--- src/logic/watch_config.svh ---
`ifndef WATCH_CONFIG_SVH
`define WATCH_CONFIG_SVH

// cycles of mode held high that count as a long press.
`define WATCH_LONG_PRESS 3

// highest value of each field before it wraps to zero.
`define WATCH_MAX_SEC 59
`define WATCH_MAX_MIN 59

// one storage unit per mode: time, stopwatch and alarm.
`define WATCH_NUM_UNITS 3

`endif

--- src/logic/watch_ctrl_pkg.sv ---
`default_nettype none

package watch_ctrl_pkg;

  // the group order follows the mode button cycle.
  typedef enum logic [3:0] {
    TIME_DISP   = 4'd0,
    TIME_SETMIN = 4'd1,
    TIME_SETSEC = 4'd2,
    STW_DISP    = 4'd3,
    STW_SETMIN  = 4'd4,
    STW_SETSEC  = 4'd5,
    STW_START   = 4'd6,
    STW_PAUSE   = 4'd7,
    ALM_DISP    = 4'd8,
    ALM_SETMIN  = 4'd9,
    ALM_SETSEC  = 4'd10
  } mode_state_e;

  typedef enum logic {
    FIELD_MIN = 1'b0,
    FIELD_SEC = 1'b1
  } set_field_e;

endpackage

`default_nettype wire

--- src/logic/watch_time_pkg.sv ---
`default_nettype none

package watch_time_pkg;

  typedef struct packed {
    logic [5:0] min;
    logic [5:0] sec;
  } mmss_t;

  // also the index into the per-unit value arrays.
  typedef enum logic [1:0] {
    UNIT_TIME = 2'd0,
    UNIT_STW  = 2'd1,
    UNIT_ALM  = 2'd2
  } unit_idx_e;

endpackage

`default_nettype wire

--- src/logic/unit_ctrl_if.sv ---
`default_nettype none

interface unit_ctrl_if;

  logic                      count_en;  // advance live on tick.
  logic                      snap;      // load edit from live.
  logic                      set_inc;   // step one field of edit.
  watch_ctrl_pkg::set_field_e set_field;
  logic                      commit;    // load live from edit.

  modport ctrl (output count_en, snap, set_inc, set_field, commit);
  modport unit (input count_en, snap, set_inc, set_field, commit);

endinterface

`default_nettype wire

--- src/logic/mode_fsm.sv ---
`default_nettype none
`include "watch_config.svh"

module mode_fsm (
  input  wire                         clk,
  input  wire                         rst_n,
  input  wire                         mode,
  input  wire                         switch,
  output watch_ctrl_pkg::mode_state_e state,
  output logic                        alarm_enable,
  unit_ctrl_if.ctrl                   ctrl [`WATCH_NUM_UNITS]
);

  localparam int PCW = $clog2(`WATCH_LONG_PRESS + 1);

  logic [PCW-1:0]              press_count;
  logic                        mode_d;
  logic                        long_press;
  logic                        short_press;
  watch_ctrl_pkg::mode_state_e state_next;
  watch_time_pkg::unit_idx_e   grp;
  watch_ctrl_pkg::set_field_e  field;
  logic                        snap_req;
  logic                        commit_req;
  logic                        set_act;
  logic                        stw_run;
  logic                        alm_toggle;
  logic [`WATCH_NUM_UNITS-1:0] count_en_u;
  logic [`WATCH_NUM_UNITS-1:0] snap_u;
  logic [`WATCH_NUM_UNITS-1:0] commit_u;
  logic [`WATCH_NUM_UNITS-1:0] inc_u;

  // The counter saturates so that a held button gives a single long press.
  always_ff @(posedge clk or negedge rst_n)
  begin
    if (!rst_n)
    begin
      press_count <= '0;
      mode_d      <= 1'b0;
    end
    else
    begin
      mode_d <= mode;
      if (!mode)
        press_count <= '0;
      else if (press_count != PCW'(`WATCH_LONG_PRESS))
        press_count <= press_count + 1'b1;
    end
  end

  // fires in the third consecutive cycle with mode high.
  assign long_press  = mode && (press_count == PCW'(`WATCH_LONG_PRESS - 1));
  assign short_press = !mode && mode_d && (press_count < PCW'(`WATCH_LONG_PRESS));

  always_comb
  begin
    state_next = state;
    grp        = watch_time_pkg::UNIT_TIME;
    field      = watch_ctrl_pkg::FIELD_MIN;
    snap_req   = 1'b0;
    commit_req = 1'b0;
    set_act    = 1'b0;
    stw_run    = 1'b0;
    alm_toggle = 1'b0;
    case (state)
      watch_ctrl_pkg::TIME_DISP:
      begin
        if (long_press)
        begin
          state_next = watch_ctrl_pkg::TIME_SETMIN;
          snap_req   = 1'b1;
        end
        else if (short_press)
          state_next = watch_ctrl_pkg::STW_DISP;
      end
      watch_ctrl_pkg::TIME_SETMIN, watch_ctrl_pkg::TIME_SETSEC:
      begin
        set_act = 1'b1;
        if (state == watch_ctrl_pkg::TIME_SETSEC)
          field = watch_ctrl_pkg::FIELD_SEC;
        if (short_press)
          state_next = (state == watch_ctrl_pkg::TIME_SETMIN) ?
                       watch_ctrl_pkg::TIME_SETSEC : watch_ctrl_pkg::TIME_SETMIN;
        else if (long_press)
        begin
          state_next = watch_ctrl_pkg::TIME_DISP;
          commit_req = 1'b1;
        end
      end
      watch_ctrl_pkg::STW_DISP:
      begin
        grp = watch_time_pkg::UNIT_STW;
        if (long_press)
        begin
          state_next = watch_ctrl_pkg::STW_SETMIN;
          snap_req   = 1'b1;
        end
        else if (short_press)
          state_next = watch_ctrl_pkg::ALM_DISP;
        else if (switch)
        begin
          state_next = watch_ctrl_pkg::STW_START;
          stw_run    = 1'b1;  // the starting cycle already counts.
        end
      end
      watch_ctrl_pkg::STW_SETMIN, watch_ctrl_pkg::STW_SETSEC:
      begin
        grp     = watch_time_pkg::UNIT_STW;
        set_act = 1'b1;
        if (state == watch_ctrl_pkg::STW_SETSEC)
          field = watch_ctrl_pkg::FIELD_SEC;
        if (short_press)
          state_next = (state == watch_ctrl_pkg::STW_SETMIN) ?
                       watch_ctrl_pkg::STW_SETSEC : watch_ctrl_pkg::STW_SETMIN;
        else if (long_press)
        begin
          state_next = watch_ctrl_pkg::STW_DISP;
          commit_req = 1'b1;
        end
      end
      watch_ctrl_pkg::STW_START:
      begin
        grp     = watch_time_pkg::UNIT_STW;
        stw_run = 1'b1;
        if (switch)
          state_next = watch_ctrl_pkg::STW_PAUSE;
      end
      watch_ctrl_pkg::STW_PAUSE:
      begin
        grp = watch_time_pkg::UNIT_STW;
        if (switch)
          state_next = watch_ctrl_pkg::STW_START;
        else if (long_press)
        begin
          // edit still holds the snapped value, so this is a reset to it.
          state_next = watch_ctrl_pkg::STW_DISP;
          commit_req = 1'b1;
        end
      end
      watch_ctrl_pkg::ALM_DISP:
      begin
        grp = watch_time_pkg::UNIT_ALM;
        if (long_press)
        begin
          state_next = watch_ctrl_pkg::ALM_SETMIN;
          snap_req   = 1'b1;
        end
        else if (short_press)
          state_next = watch_ctrl_pkg::TIME_DISP;
        else if (switch)
          alm_toggle = 1'b1;
      end
      watch_ctrl_pkg::ALM_SETMIN, watch_ctrl_pkg::ALM_SETSEC:
      begin
        grp     = watch_time_pkg::UNIT_ALM;
        set_act = 1'b1;
        if (state == watch_ctrl_pkg::ALM_SETSEC)
          field = watch_ctrl_pkg::FIELD_SEC;
        if (short_press)
          state_next = (state == watch_ctrl_pkg::ALM_SETMIN) ?
                       watch_ctrl_pkg::ALM_SETSEC : watch_ctrl_pkg::ALM_SETMIN;
        else if (long_press)
        begin
          state_next = watch_ctrl_pkg::ALM_DISP;
          commit_req = 1'b1;
        end
      end
      default: state_next = watch_ctrl_pkg::TIME_DISP;
    endcase
  end

  // only the unit of the current mode group sees the edit pulses.
  always_comb
  begin
    snap_u      = '0;
    commit_u    = '0;
    inc_u       = '0;
    snap_u[grp]   = snap_req;
    commit_u[grp] = commit_req;
    inc_u[grp]    = set_act && switch;
    count_en_u    = '0;
    count_en_u[watch_time_pkg::UNIT_TIME] = 1'b1;  // the clock never stops.
    count_en_u[watch_time_pkg::UNIT_STW]  = stw_run;
  end

  for (genvar i = 0; i < `WATCH_NUM_UNITS; i++)
  begin : g_ctrl
    assign ctrl[i].count_en  = count_en_u[i];
    assign ctrl[i].snap      = snap_u[i];
    assign ctrl[i].set_inc   = inc_u[i];
    assign ctrl[i].set_field = field;
    assign ctrl[i].commit    = commit_u[i];
  end

  always_ff @(posedge clk or negedge rst_n)
  begin
    if (!rst_n)
    begin
      state        <= watch_ctrl_pkg::TIME_DISP;
      alarm_enable <= 1'b0;
    end
    else
    begin
      state        <= state_next;
      alarm_enable <= alarm_enable ^ alm_toggle;
    end
  end

endmodule

`default_nettype wire

--- src/logic/mmss_unit.sv ---
`default_nettype none
`include "watch_config.svh"

module mmss_unit (
  input  wire                   clk,
  input  wire                   rst_n,
  input  wire                   tick,
  unit_ctrl_if.unit             ctrl,
  output watch_time_pkg::mmss_t live,
  output watch_time_pkg::mmss_t edit
);

  localparam logic [5:0] MAX_SEC = 6'(`WATCH_MAX_SEC);
  localparam logic [5:0] MAX_MIN = 6'(`WATCH_MAX_MIN);

  watch_time_pkg::mmss_t live_next;
  watch_time_pkg::mmss_t edit_next;

  function automatic logic [5:0] wrap_inc(input logic [5:0] v, input logic [5:0] max_v);
    return (v == max_v) ? 6'd0 : v + 6'd1;
  endfunction

  // A commit wins over counting, so a tick on that edge is lost.
  always_comb
  begin
    live_next = live;
    if (ctrl.commit)
      live_next = edit;
    else if (ctrl.count_en && tick)
    begin
      live_next.sec = wrap_inc(live.sec, MAX_SEC);
      if (live.sec == MAX_SEC)
        live_next.min = wrap_inc(live.min, MAX_MIN);  // carry out of seconds.
    end
  end

  // edit fields wrap on their own with no carry.
  always_comb
  begin
    edit_next = edit;
    if (ctrl.snap)
      edit_next = live;
    else if (ctrl.set_inc)
    begin
      if (ctrl.set_field == watch_ctrl_pkg::FIELD_SEC)
        edit_next.sec = wrap_inc(edit.sec, MAX_SEC);
      else
        edit_next.min = wrap_inc(edit.min, MAX_MIN);
    end
  end

  always_ff @(posedge clk or negedge rst_n)
  begin
    if (!rst_n)
    begin
      live <= '0;
      edit <= '0;
    end
    else
    begin
      live <= live_next;
      edit <= edit_next;
    end
  end

endmodule

`default_nettype wire

--- src/logic/display_alarm.sv ---
`default_nettype none
`include "watch_config.svh"

module display_alarm (
  input  wire watch_ctrl_pkg::mode_state_e state,
  input  wire                              alarm_enable,
  input  wire watch_time_pkg::mmss_t       live [`WATCH_NUM_UNITS],
  input  wire watch_time_pkg::mmss_t       edit [`WATCH_NUM_UNITS],
  output watch_time_pkg::mmss_t            disp_value,
  output logic                             setting,
  output logic                             alarm_ring
);

  watch_time_pkg::unit_idx_e grp;

  always_comb
  begin
    grp     = watch_time_pkg::UNIT_TIME;
    setting = 1'b0;
    case (state)
      watch_ctrl_pkg::TIME_SETMIN, watch_ctrl_pkg::TIME_SETSEC:
        setting = 1'b1;
      watch_ctrl_pkg::STW_DISP, watch_ctrl_pkg::STW_START, watch_ctrl_pkg::STW_PAUSE:
        grp = watch_time_pkg::UNIT_STW;
      watch_ctrl_pkg::STW_SETMIN, watch_ctrl_pkg::STW_SETSEC:
      begin
        grp     = watch_time_pkg::UNIT_STW;
        setting = 1'b1;
      end
      watch_ctrl_pkg::ALM_DISP:
        grp = watch_time_pkg::UNIT_ALM;
      watch_ctrl_pkg::ALM_SETMIN, watch_ctrl_pkg::ALM_SETSEC:
      begin
        grp     = watch_time_pkg::UNIT_ALM;
        setting = 1'b1;
      end
      default: grp = watch_time_pkg::UNIT_TIME;
    endcase
  end

  // while setting, the display shows the value being edited.
  assign disp_value = setting ? edit[grp] : live[grp];

  assign alarm_ring = alarm_enable &&
                      (live[watch_time_pkg::UNIT_TIME] == live[watch_time_pkg::UNIT_ALM]);

endmodule

`default_nettype wire

--- src/logic/watch_top.sv ---
`default_nettype none
`include "watch_config.svh"

module watch_top (
  input  wire                         clk,
  input  wire                         rst_n,
  input  wire                         mode,
  input  wire                         switch,
  input  wire                         tick,
  output watch_ctrl_pkg::mode_state_e state_led,
  output logic                        setting,
  output watch_time_pkg::mmss_t       disp_value,
  output logic                        alarm_enable,
  output logic                        alarm_ring
);

  unit_ctrl_if           ctrl_bus [`WATCH_NUM_UNITS] ();
  watch_time_pkg::mmss_t live_val [`WATCH_NUM_UNITS];
  watch_time_pkg::mmss_t edit_val [`WATCH_NUM_UNITS];

  mode_fsm mode_fsm_inst (
    .clk          (clk),
    .rst_n        (rst_n),
    .mode         (mode),
    .switch       (switch),
    .state        (state_led),
    .alarm_enable (alarm_enable),
    .ctrl         (ctrl_bus)
  );

  // one unit each for time, stopwatch and alarm.
  for (genvar i = 0; i < `WATCH_NUM_UNITS; i++)
  begin : g_unit
    localparam watch_time_pkg::unit_idx_e IDX = watch_time_pkg::unit_idx_e'(i);

    mmss_unit mmss_unit_inst (
      .clk   (clk),
      .rst_n (rst_n),
      .tick  (tick),
      .ctrl  (ctrl_bus[i]),
      .live  (live_val[IDX]),
      .edit  (edit_val[IDX])
    );
  end

  display_alarm display_alarm_inst (
    .state        (state_led),
    .alarm_enable (alarm_enable),
    .live         (live_val),
    .edit         (edit_val),
    .disp_value   (disp_value),
    .setting      (setting),
    .alarm_ring   (alarm_ring)
  );

endmodule

`default_nettype wire

--- config.mk ---
export PLATFORM = sky130hd
export DESIGN_NAME = watch_top
export DESIGN_NICKNAME = d
export VERILOG_FILES = /design/src/logic/watch_ctrl_pkg.sv /design/src/logic/watch_time_pkg.sv /design/src/logic/unit_ctrl_if.sv /design/src/logic/mode_fsm.sv /design/src/logic/mmss_unit.sv /design/src/logic/display_alarm.sv /design/src/logic/watch_top.sv
export VERILOG_INCLUDE_DIRS = /design/src /design/src/logic
export SDC_FILE = /design/constraint.sdc
export NUM_CORES = 1
export LEC_CHECK = 0
export BUFFER_PORTS_ARGS = -buffer_cell sky130_fd_sc_hd__clkbuf_2
export CAP_MARGIN = 20
export CORE_MARGIN = 5
export CORE_UTILIZATION = 40
export CTS_CLUSTER_DIAMETER = 80
export DETAILED_ROUTE_END_ITERATION = 6
export PLACE_DENSITY_LB_ADDON = 0.08
export SYNTH_ARGS = -nofsm -noshare
export SYNTH_HDL_FRONTEND = slang
export SYNTH_SLANG_ARGS = --single-unit
--- constraint.sdc ---
create_clock -name clk -period 1.8 [get_ports clk]
set_input_delay 0.36 -clock clk [delete_from_list [all_inputs] [get_ports clk]]
set_output_delay 0.36 -clock clk [all_outputs]
set_load 0.02 [all_outputs]
==> results_dict.tcl, run 1 <==
set metrics [dict create \
    num_vias 5778 \
    ff2ff_path_depth 11 \
    tightest_slew_ns 0.3951 \
    first_pass_iters 5 \
    critical_path_class "flop to primary output" \
    ys_ff_latch 80 \
    worstPathCellList "and2b_2 > a21oi_4 > o22ai_4 > buf_12 > o211ai_1 > o31ai_4 > clkbuf_8" \
    coreArea_mm2 0.01335 \
    drt_wl_total_um 19750 \
    synth_xor_area_share_pct 2.706 \
    cp_top_family "compound AO/OA/AOI/OAI gates" \
    setup_viol_count_final 84 \
    required_ns 1.44 \
    die_w_um 127.3 \
    switching_power_mw 6.160 \
    rows 42 \
    worstHoldEndpoint "mode_fsm_inst.mode_d$_DFF_PN0_" \
    drt_iter0_drc 473 \
    cp-start-kind "flop" \
    switching_share_pct 43.78 \
    rsz0062_at_grt "true" \
    endpoint_kind "primary output" \
    cp.arrival_ns 2.04 \
    grtUsageMet2_pct 37.04 \
    place.gp.congestion 0.9001 \
    synth_cell_type_count 67 \
    finalHoldViolations 0 \
    overflow 0 \
    status "finished, violations left" \
    ctsHtreeMaxLevel 3 \
    design_area_mm2 0.008359 \
    avgSynthCellArea_um2 8.363 \
    post-dp-hpwl_um 13150 \
    combinationalPowerShare_pct 64.1 \
    grt_pass1_vias 5385 \
    hold_path.class "input port to flop" \
    antenna_found_initial 0 \
    pwr-share-seq_pct 20.4 \
    cts_made_buffers 9 \
    yosys_warnings 0 \
    io_buffers 23 \
    syn_nets 675 \
    drv_slew 0 \
    dp_worst_setup_slack_ns -0.2467 \
    wl_per_cell_um 20.40 \
    layout-drive-gt1-share_pct 40.91 \
    grt_use_met1_pct 30.90 \
    p_per_area_mw_per_mm2 1683 \
    maxSlewHeadroom_pct 73.66 \
    crit_path_top_delay_cell "dfrtp_2" \
    maxCapViolations 0 \
    ys_seq_area_share_pct 36.38 \
    violations "negative setup slack" \
    synth_ff_type "dfrtp_1" \
    synth_edf_count 0 \
    die-area_mm2 0.01620 \
    via_per_inst 5.969 \
    die_h_um 127.3 \
    muxShareOfSynthArea_pct 4.820 \
    p_clk_share_pct 15.5 \
    synthAdderAreaFrac_pct 2.729 \
    worst-path-buf-inv 2 \
    grt_max_degree 30 \
    clk_pin_slew_worst_paths_ns 0.06 \
    drc_errors 0 \
    clkSinkCount 80 \
    postRouteAntennaNets 0 \
    final_common_cell "buf_4" \
    critPathMaxStageDelay_ns 0.49 \
    clk_latency_ns 0.35 \
    synth_compound_area_share_pct 27.74 \
    synth_top_family_by_area "compound AO/OA/AOI/OAI gates" \
    use_met3_pct 3.673 \
    skew_ns 0.009695 \
    io_pins 24 \
    fmax_mhz 417.0 \
    leakage_nw 3.397 \
    peakVddDrop_mv 0.7296 \
    ctsRootBufferMaster "clkbuf_16" \
    p_int_mw 7.910 \
    hold_depth 2 \
    syn_inst 658 \
    clockBufferDepth 2 \
    syn2layout_area_growth_pct 51.91 \
    layout.nets 805 \
    place_area_mm2 0.006774 \
    layout_min_cycle_time_ns 2.398 \
    start_util_pct 41.23 \
    final.period_utilization_pct 133.2 \
    busiest_layer "met2" \
    synthSimpleGateAreaFrac_pct 20.35 \
    reg2reg_setup_slack_ns -0.27 \
    synth_area_mm2 0.005503 \
    antennaDiodeCount 0 \
    worst_slack_ns -0.5981 \
    crit_fanout 13 \
    cts_tree "done" \
    track_usage_pct 22.95 \
    r2r_end "g_unit[0].mmss_unit_inst.live[8]$_DFFE_PN0P_" \
    total_power_mw 14.07 \
    hp-start "mode" \
    synthArstFlopShare_pct 100.0 \
    reg2reg_from "mode_fsm_inst.press_count[1]$_DFFE_PN0P_" \
    layout_common_cells "buf_4 (93), dfrtp_1 (77), nand2_1 (52)" \
    whs_ns 0.3138 \
    grt_pass1_wl_um 29290 \
]
-- state kept, by name, indices dropped and copies added, names as in the netlist --
register,cells
g_unit.mmss_unit_inst.edit,36
g_unit.mmss_unit_inst.live,36
mode_fsm_inst.state,4
mode_fsm_inst.press_count,2
mode_fsm_inst.alarm_enable,1
mode_fsm_inst.mode_d,1
-- power groups by stage --
stage / clock network, mW / logic, mW / registers [mW]
after global routing: 2.27 / 9.53 / 2.92
after global placement: 0 / 6.89 / 2.80
after CTS: 2.20 / 7.86 / 2.81
after floorplan: 0 / 4.62 / 2.72
final: 2.18 / 9.02 / 2.87
after detailed placement: 0 / 7.00 / 2.81
-- layer usage --
metal	vias up	wire, um	part of all wire [%]
li1	2720	-	-
met1	2844	8848	45
met2	176	9439	48
met3	38	911	4.6
met4	0	549	2.8
met5	-	0	0
-- timing repair --
item / in CTS / in global routing
hold endpoints to repair: 24 / 0
hold buffers: 1 / 0
resized for setup: 89 / 179
cloned: 6 / 5
pin swaps: 22 / 74
endpoints found under the setup margin: 84 / 88
buffers inserted: 11 / 12
-- final cells by class --
class                      instances  area, um2
fill                            1117       4989
multi-input combinational        513       4104
sequential                        80       2006
timing repair buffer             169       1637
clock buffer                      12      246.5
tap                              176      220.2
clock inverter                     3      90.09
inverter                          15      56.30
-- cells by family after synthesis --
family,count (synthesis)
AO/OA/AOI/OAI,233
AND/OR/NAND/NOR,225
flip-flops,80
buffers and inverters,66
multiplexers,25
XOR/XNOR,17
adder cells (fa/ha/maj),12
-- how the worst max path moves through the flow --
stage                                                  start                                             to  depth (start not counted)
finish                    mode_fsm_inst.state[2]$_DFFE_PN0P_                                  disp_value[2]                          7
detailed placement  mode_fsm_inst.press_count[0]$_DFFE_PN0P_  g_unit[1].mmss_unit_inst.edit[10]$_DFFE_PN0P_                         10
CTS                       mode_fsm_inst.state[3]$_DFFE_PN0P_                                  disp_value[2]                          7
global route              mode_fsm_inst.state[1]$_DFFE_PN0P_                                  disp_value[2]                          7
floorplan                 mode_fsm_inst.state[2]$_DFFE_PN0P_                                  disp_value[0]                          7
global placement          mode_fsm_inst.state[2]$_DFFE_PN0P_                                  disp_value[2]                          6
-- Yosys cell counts (15+ instances only) --
cell type / instances / area (um2)
a21oi_1: 39 / 195.2
buf_2: 19 / 95.09
clkbuf_1: 28 / 105.1
dfrtp_1: 80 / 2002
nand2_1: 65 / 244.0
nand3_1: 28 / 140.1
nor2_1: 47 / 176.4
nor3_1: 17 / 85.08
o211ai_1: 18 / 135.1
o21ai_0: 55 / 275.3
o22a_1: 15 / 131.4
o22ai_1: 23 / 143.9
o31ai_1: 19 / 142.6
-- metrics by stage --
stage,setup TNS (ns),cells,util [%]
6_report,-12.59,968,62.63
5_1_grt,-18.50,968,62.63
4_1_cts,-11.07,953,57.20
3_5_place_dp,-12.63,920,50.75
3_3_place_gp,-10.67,920,50.75
2_1_floorplan,-3.474,658,-
Note: power is estimated with default switching activity, not from simulation.
==> run 2, diff against run 1 <==
Settings changed: REMOVE_ABC_BUFFERS set to 1.
==> run 2 against run 1 <==
Via count grew 1.6%. First-iteration DRC count increased by 6.1%. Combinational power down 4.4%. Setup slack got worse by 0.0026 ns. Largest power group unchanged. Non-clock buffer count increased by 17. Total power fell by 4.0%. Critical path depth grew 1. Global-route usage up 0.16 points. Sequential power shrank 5%. The run still ends with negative setup slack left.
==> results_dict.tcl, run 2 (synthesis results as in run 1) <==
set metrics [dict create \
    finalNonFillerCells 985 \
    leakage_nw 3.447 \
    maxSlewHeadroom_pct 73.09 \
    whs_ns 0.3411 \
    grt_pass1_wl_um 29820 \
    layout.nets 822 \
    die_h_um 127.3 \
    grtUsageMet2_pct 36.95 \
    fin_util_pct 61.40 \
    dp_cells 928 \
    hp-start "mode" \
    finalHoldViolations 0 \
    fmax_mhz 416.5 \
    clk_pin_slew_worst_paths_ns 0.06 \
    hold_path.class "input port to flop" \
    cts_tree "done" \
    ctsRootBufferMaster "clkbuf_16" \
    cp-start-kind "flop" \
    postRouteAntennaNets 0 \
    clk_latency_ns 0.35 \
    cp.arrival_ns 2.04 \
    layout-drive-gt1-share_pct 37.58 \
    rsz0062_at_grt "true" \
    skew_ns 0.007793 \
    syn2layout_area_growth_pct 48.93 \
    p_per_area_mw_per_mm2 1648 \
    io_pins 24 \
    crit_fanout 6 \
    busiest_layer "met2" \
    post-dp-hpwl_um 12810 \
    final.period_utilization_pct 133.4 \
    via_per_inst 5.959 \
    antennaDiodeCount 0 \
    reg2reg_from "mode_fsm_inst.press_count[0]$_DFFE_PN0P_" \
    reg2reg_setup_slack_ns -0.26 \
    final_common_cell "buf_4" \
    use_met3_pct 4.674 \
    grt_pass1_vias 5412 \
    critical_path_class "flop to primary output" \
    grt_use_met1_pct 30.90 \
    rows 42 \
    hold_depth 2 \
    tightest_slew_ns 0.4036 \
    die_w_um 127.3 \
    layout_min_cycle_time_ns 2.401 \
    cp.depth 8 \
    start_util_pct 41.23 \
    die-area_mm2 0.01620 \
    maxCapViolations 0 \
    track_usage_pct 23.11 \
    status "finished, violations left" \
    antenna_found_initial 0 \
    setup_viol_count_final 73 \
    worst-path-buf-inv 3 \
    cp_top_family "compound AO/OA/AOI/OAI gates" \
    drv_slew 0 \
    ff2ff_path_depth 8 \
    cts_made_buffers 9 \
    violations "negative setup slack" \
    io_buffers 23 \
    drc_errors 0 \
    worst_slack_ns -0.6007 \
    reg_top3 "g_unit.mmss_unit_inst.edit (36), g_unit.mmss_unit_inst.live (36), mode_fsm_inst.state (4)" \
    ctsHtreeMaxLevel 3 \
    place.gp.congestion 0.9360 \
    grt_max_degree 53 \
    num_vias 5870 \
    critPathMaxStageDelay_ns 0.40 \
    worstPathCellList "and2b_2 > a21oi_4 > o22ai_4 > buf_12 > buf_4 > o211ai_1 > o31ai_1 > buf_2" \
    coreArea_mm2 0.01335 \
    layout_common_cells "buf_4 (115), dfrtp_1 (80), nand2_1 (60)" \
    clkSinkCount 80 \
    endpoint_kind "primary output" \
    peakVddDrop_mv 1.448 \
    r2r_end "g_unit[1].mmss_unit_inst.live[4]$_DFFE_PN0P_" \
    first_pass_iters 7 \
    setup_tns_ns -12.07 \
    required_ns 1.44 \
    drt_wl_total_um 19790 \
    worstHoldEndpoint "mode_fsm_inst.mode_d$_DFF_PN0_" \
    crit_path_top_delay_cell "dfrtp_1" \
    drt_iter0_drc 502 \
    wl_per_cell_um 20.09 \
    dp_worst_setup_slack_ns -0.2905 \
    overflow 0 \
    clockBufferDepth 2 \
]
-- run 2: worst register-to-register path: stages, from the launching register on --
cell and delay [ns]:
dfrtp_1 0.40, ha_2 0.20, or3b_4 0.42, a32oi_4 0.26
buf_6 0.15, or2_4 0.17, buf_4 0.14, o31ai_4 0.04
o22a_1 0.16
-- run 2: final cells by class --
class | instances | area [um2]
Timing Repair Buffer | 186 | 1758
Sequential cell | 80 | 2002
Fill cell | 1168 | 5152
Inverter | 15 | 58.81
Tap cell | 176 | 220.2
Clock buffer | 12 | 246.5
Clock inverter | 3 | 90.09
Multi-Input combinational cell | 513 | 3820
-- run 2: how the worst max path moves through the flow --
stage,startpoint,endpoint,slack (ns)
after floorplan,mode_fsm_inst.state[1]$_DFFE_PN0P_,disp_value[0],-1.26
after global placement,mode_fsm_inst.state[1]$_DFFE_PN0P_,g_unit[2].mmss_unit_inst.edit[5]$_DFFE_PN0P_,-0.24
after detailed placement,mode_fsm_inst.state[1]$_DFFE_PN0P_,g_unit[2].mmss_unit_inst.edit[5]$_DFFE_PN0P_,-0.29
after CTS,mode_fsm_inst.state[2]$_DFFE_PN0P_,disp_value[11],-0.55
after global routing,mode_fsm_inst.state[3]$_DFFE_PN0P_,disp_value[2],-0.67
final,mode_fsm_inst.state[3]$_DFFE_PN0P_,disp_value[11],-0.60
-- run 2: what timing repair did --
action	in CTS	in global routing
endpoints found under the setup margin	76	91
buffers inserted	11	27
hold buffers	1	0
pin swaps	31	43
endpoints found under the hold margin	21	0
resized for setup	109	115
cloned	6	5
-- run 2: power breakdown --
group / switching, mW / internal (mW) / leakage, nW
clock: 0.765 / 1.39 / 0.163
sequential: 0.518 / 2.22 / 1.05
combinational: 4.51 / 4.10 / 2.24
-- run 2: per-stage QoR --
step	power, mW	instance area, um2
floorplan	6.116	5269
global placement	9.073	6611
detailed placement	9.139	6611
CTS	12.04	7542
global route	14.20	8195
finish	13.51	8195
-- run 2: per-layer routing --
layer  up-vias  wire length (um)
li1       2748                 -
met1      2880              8560
met2       205              9567
met3        37              1164
met4         0               497
met5         -                 0
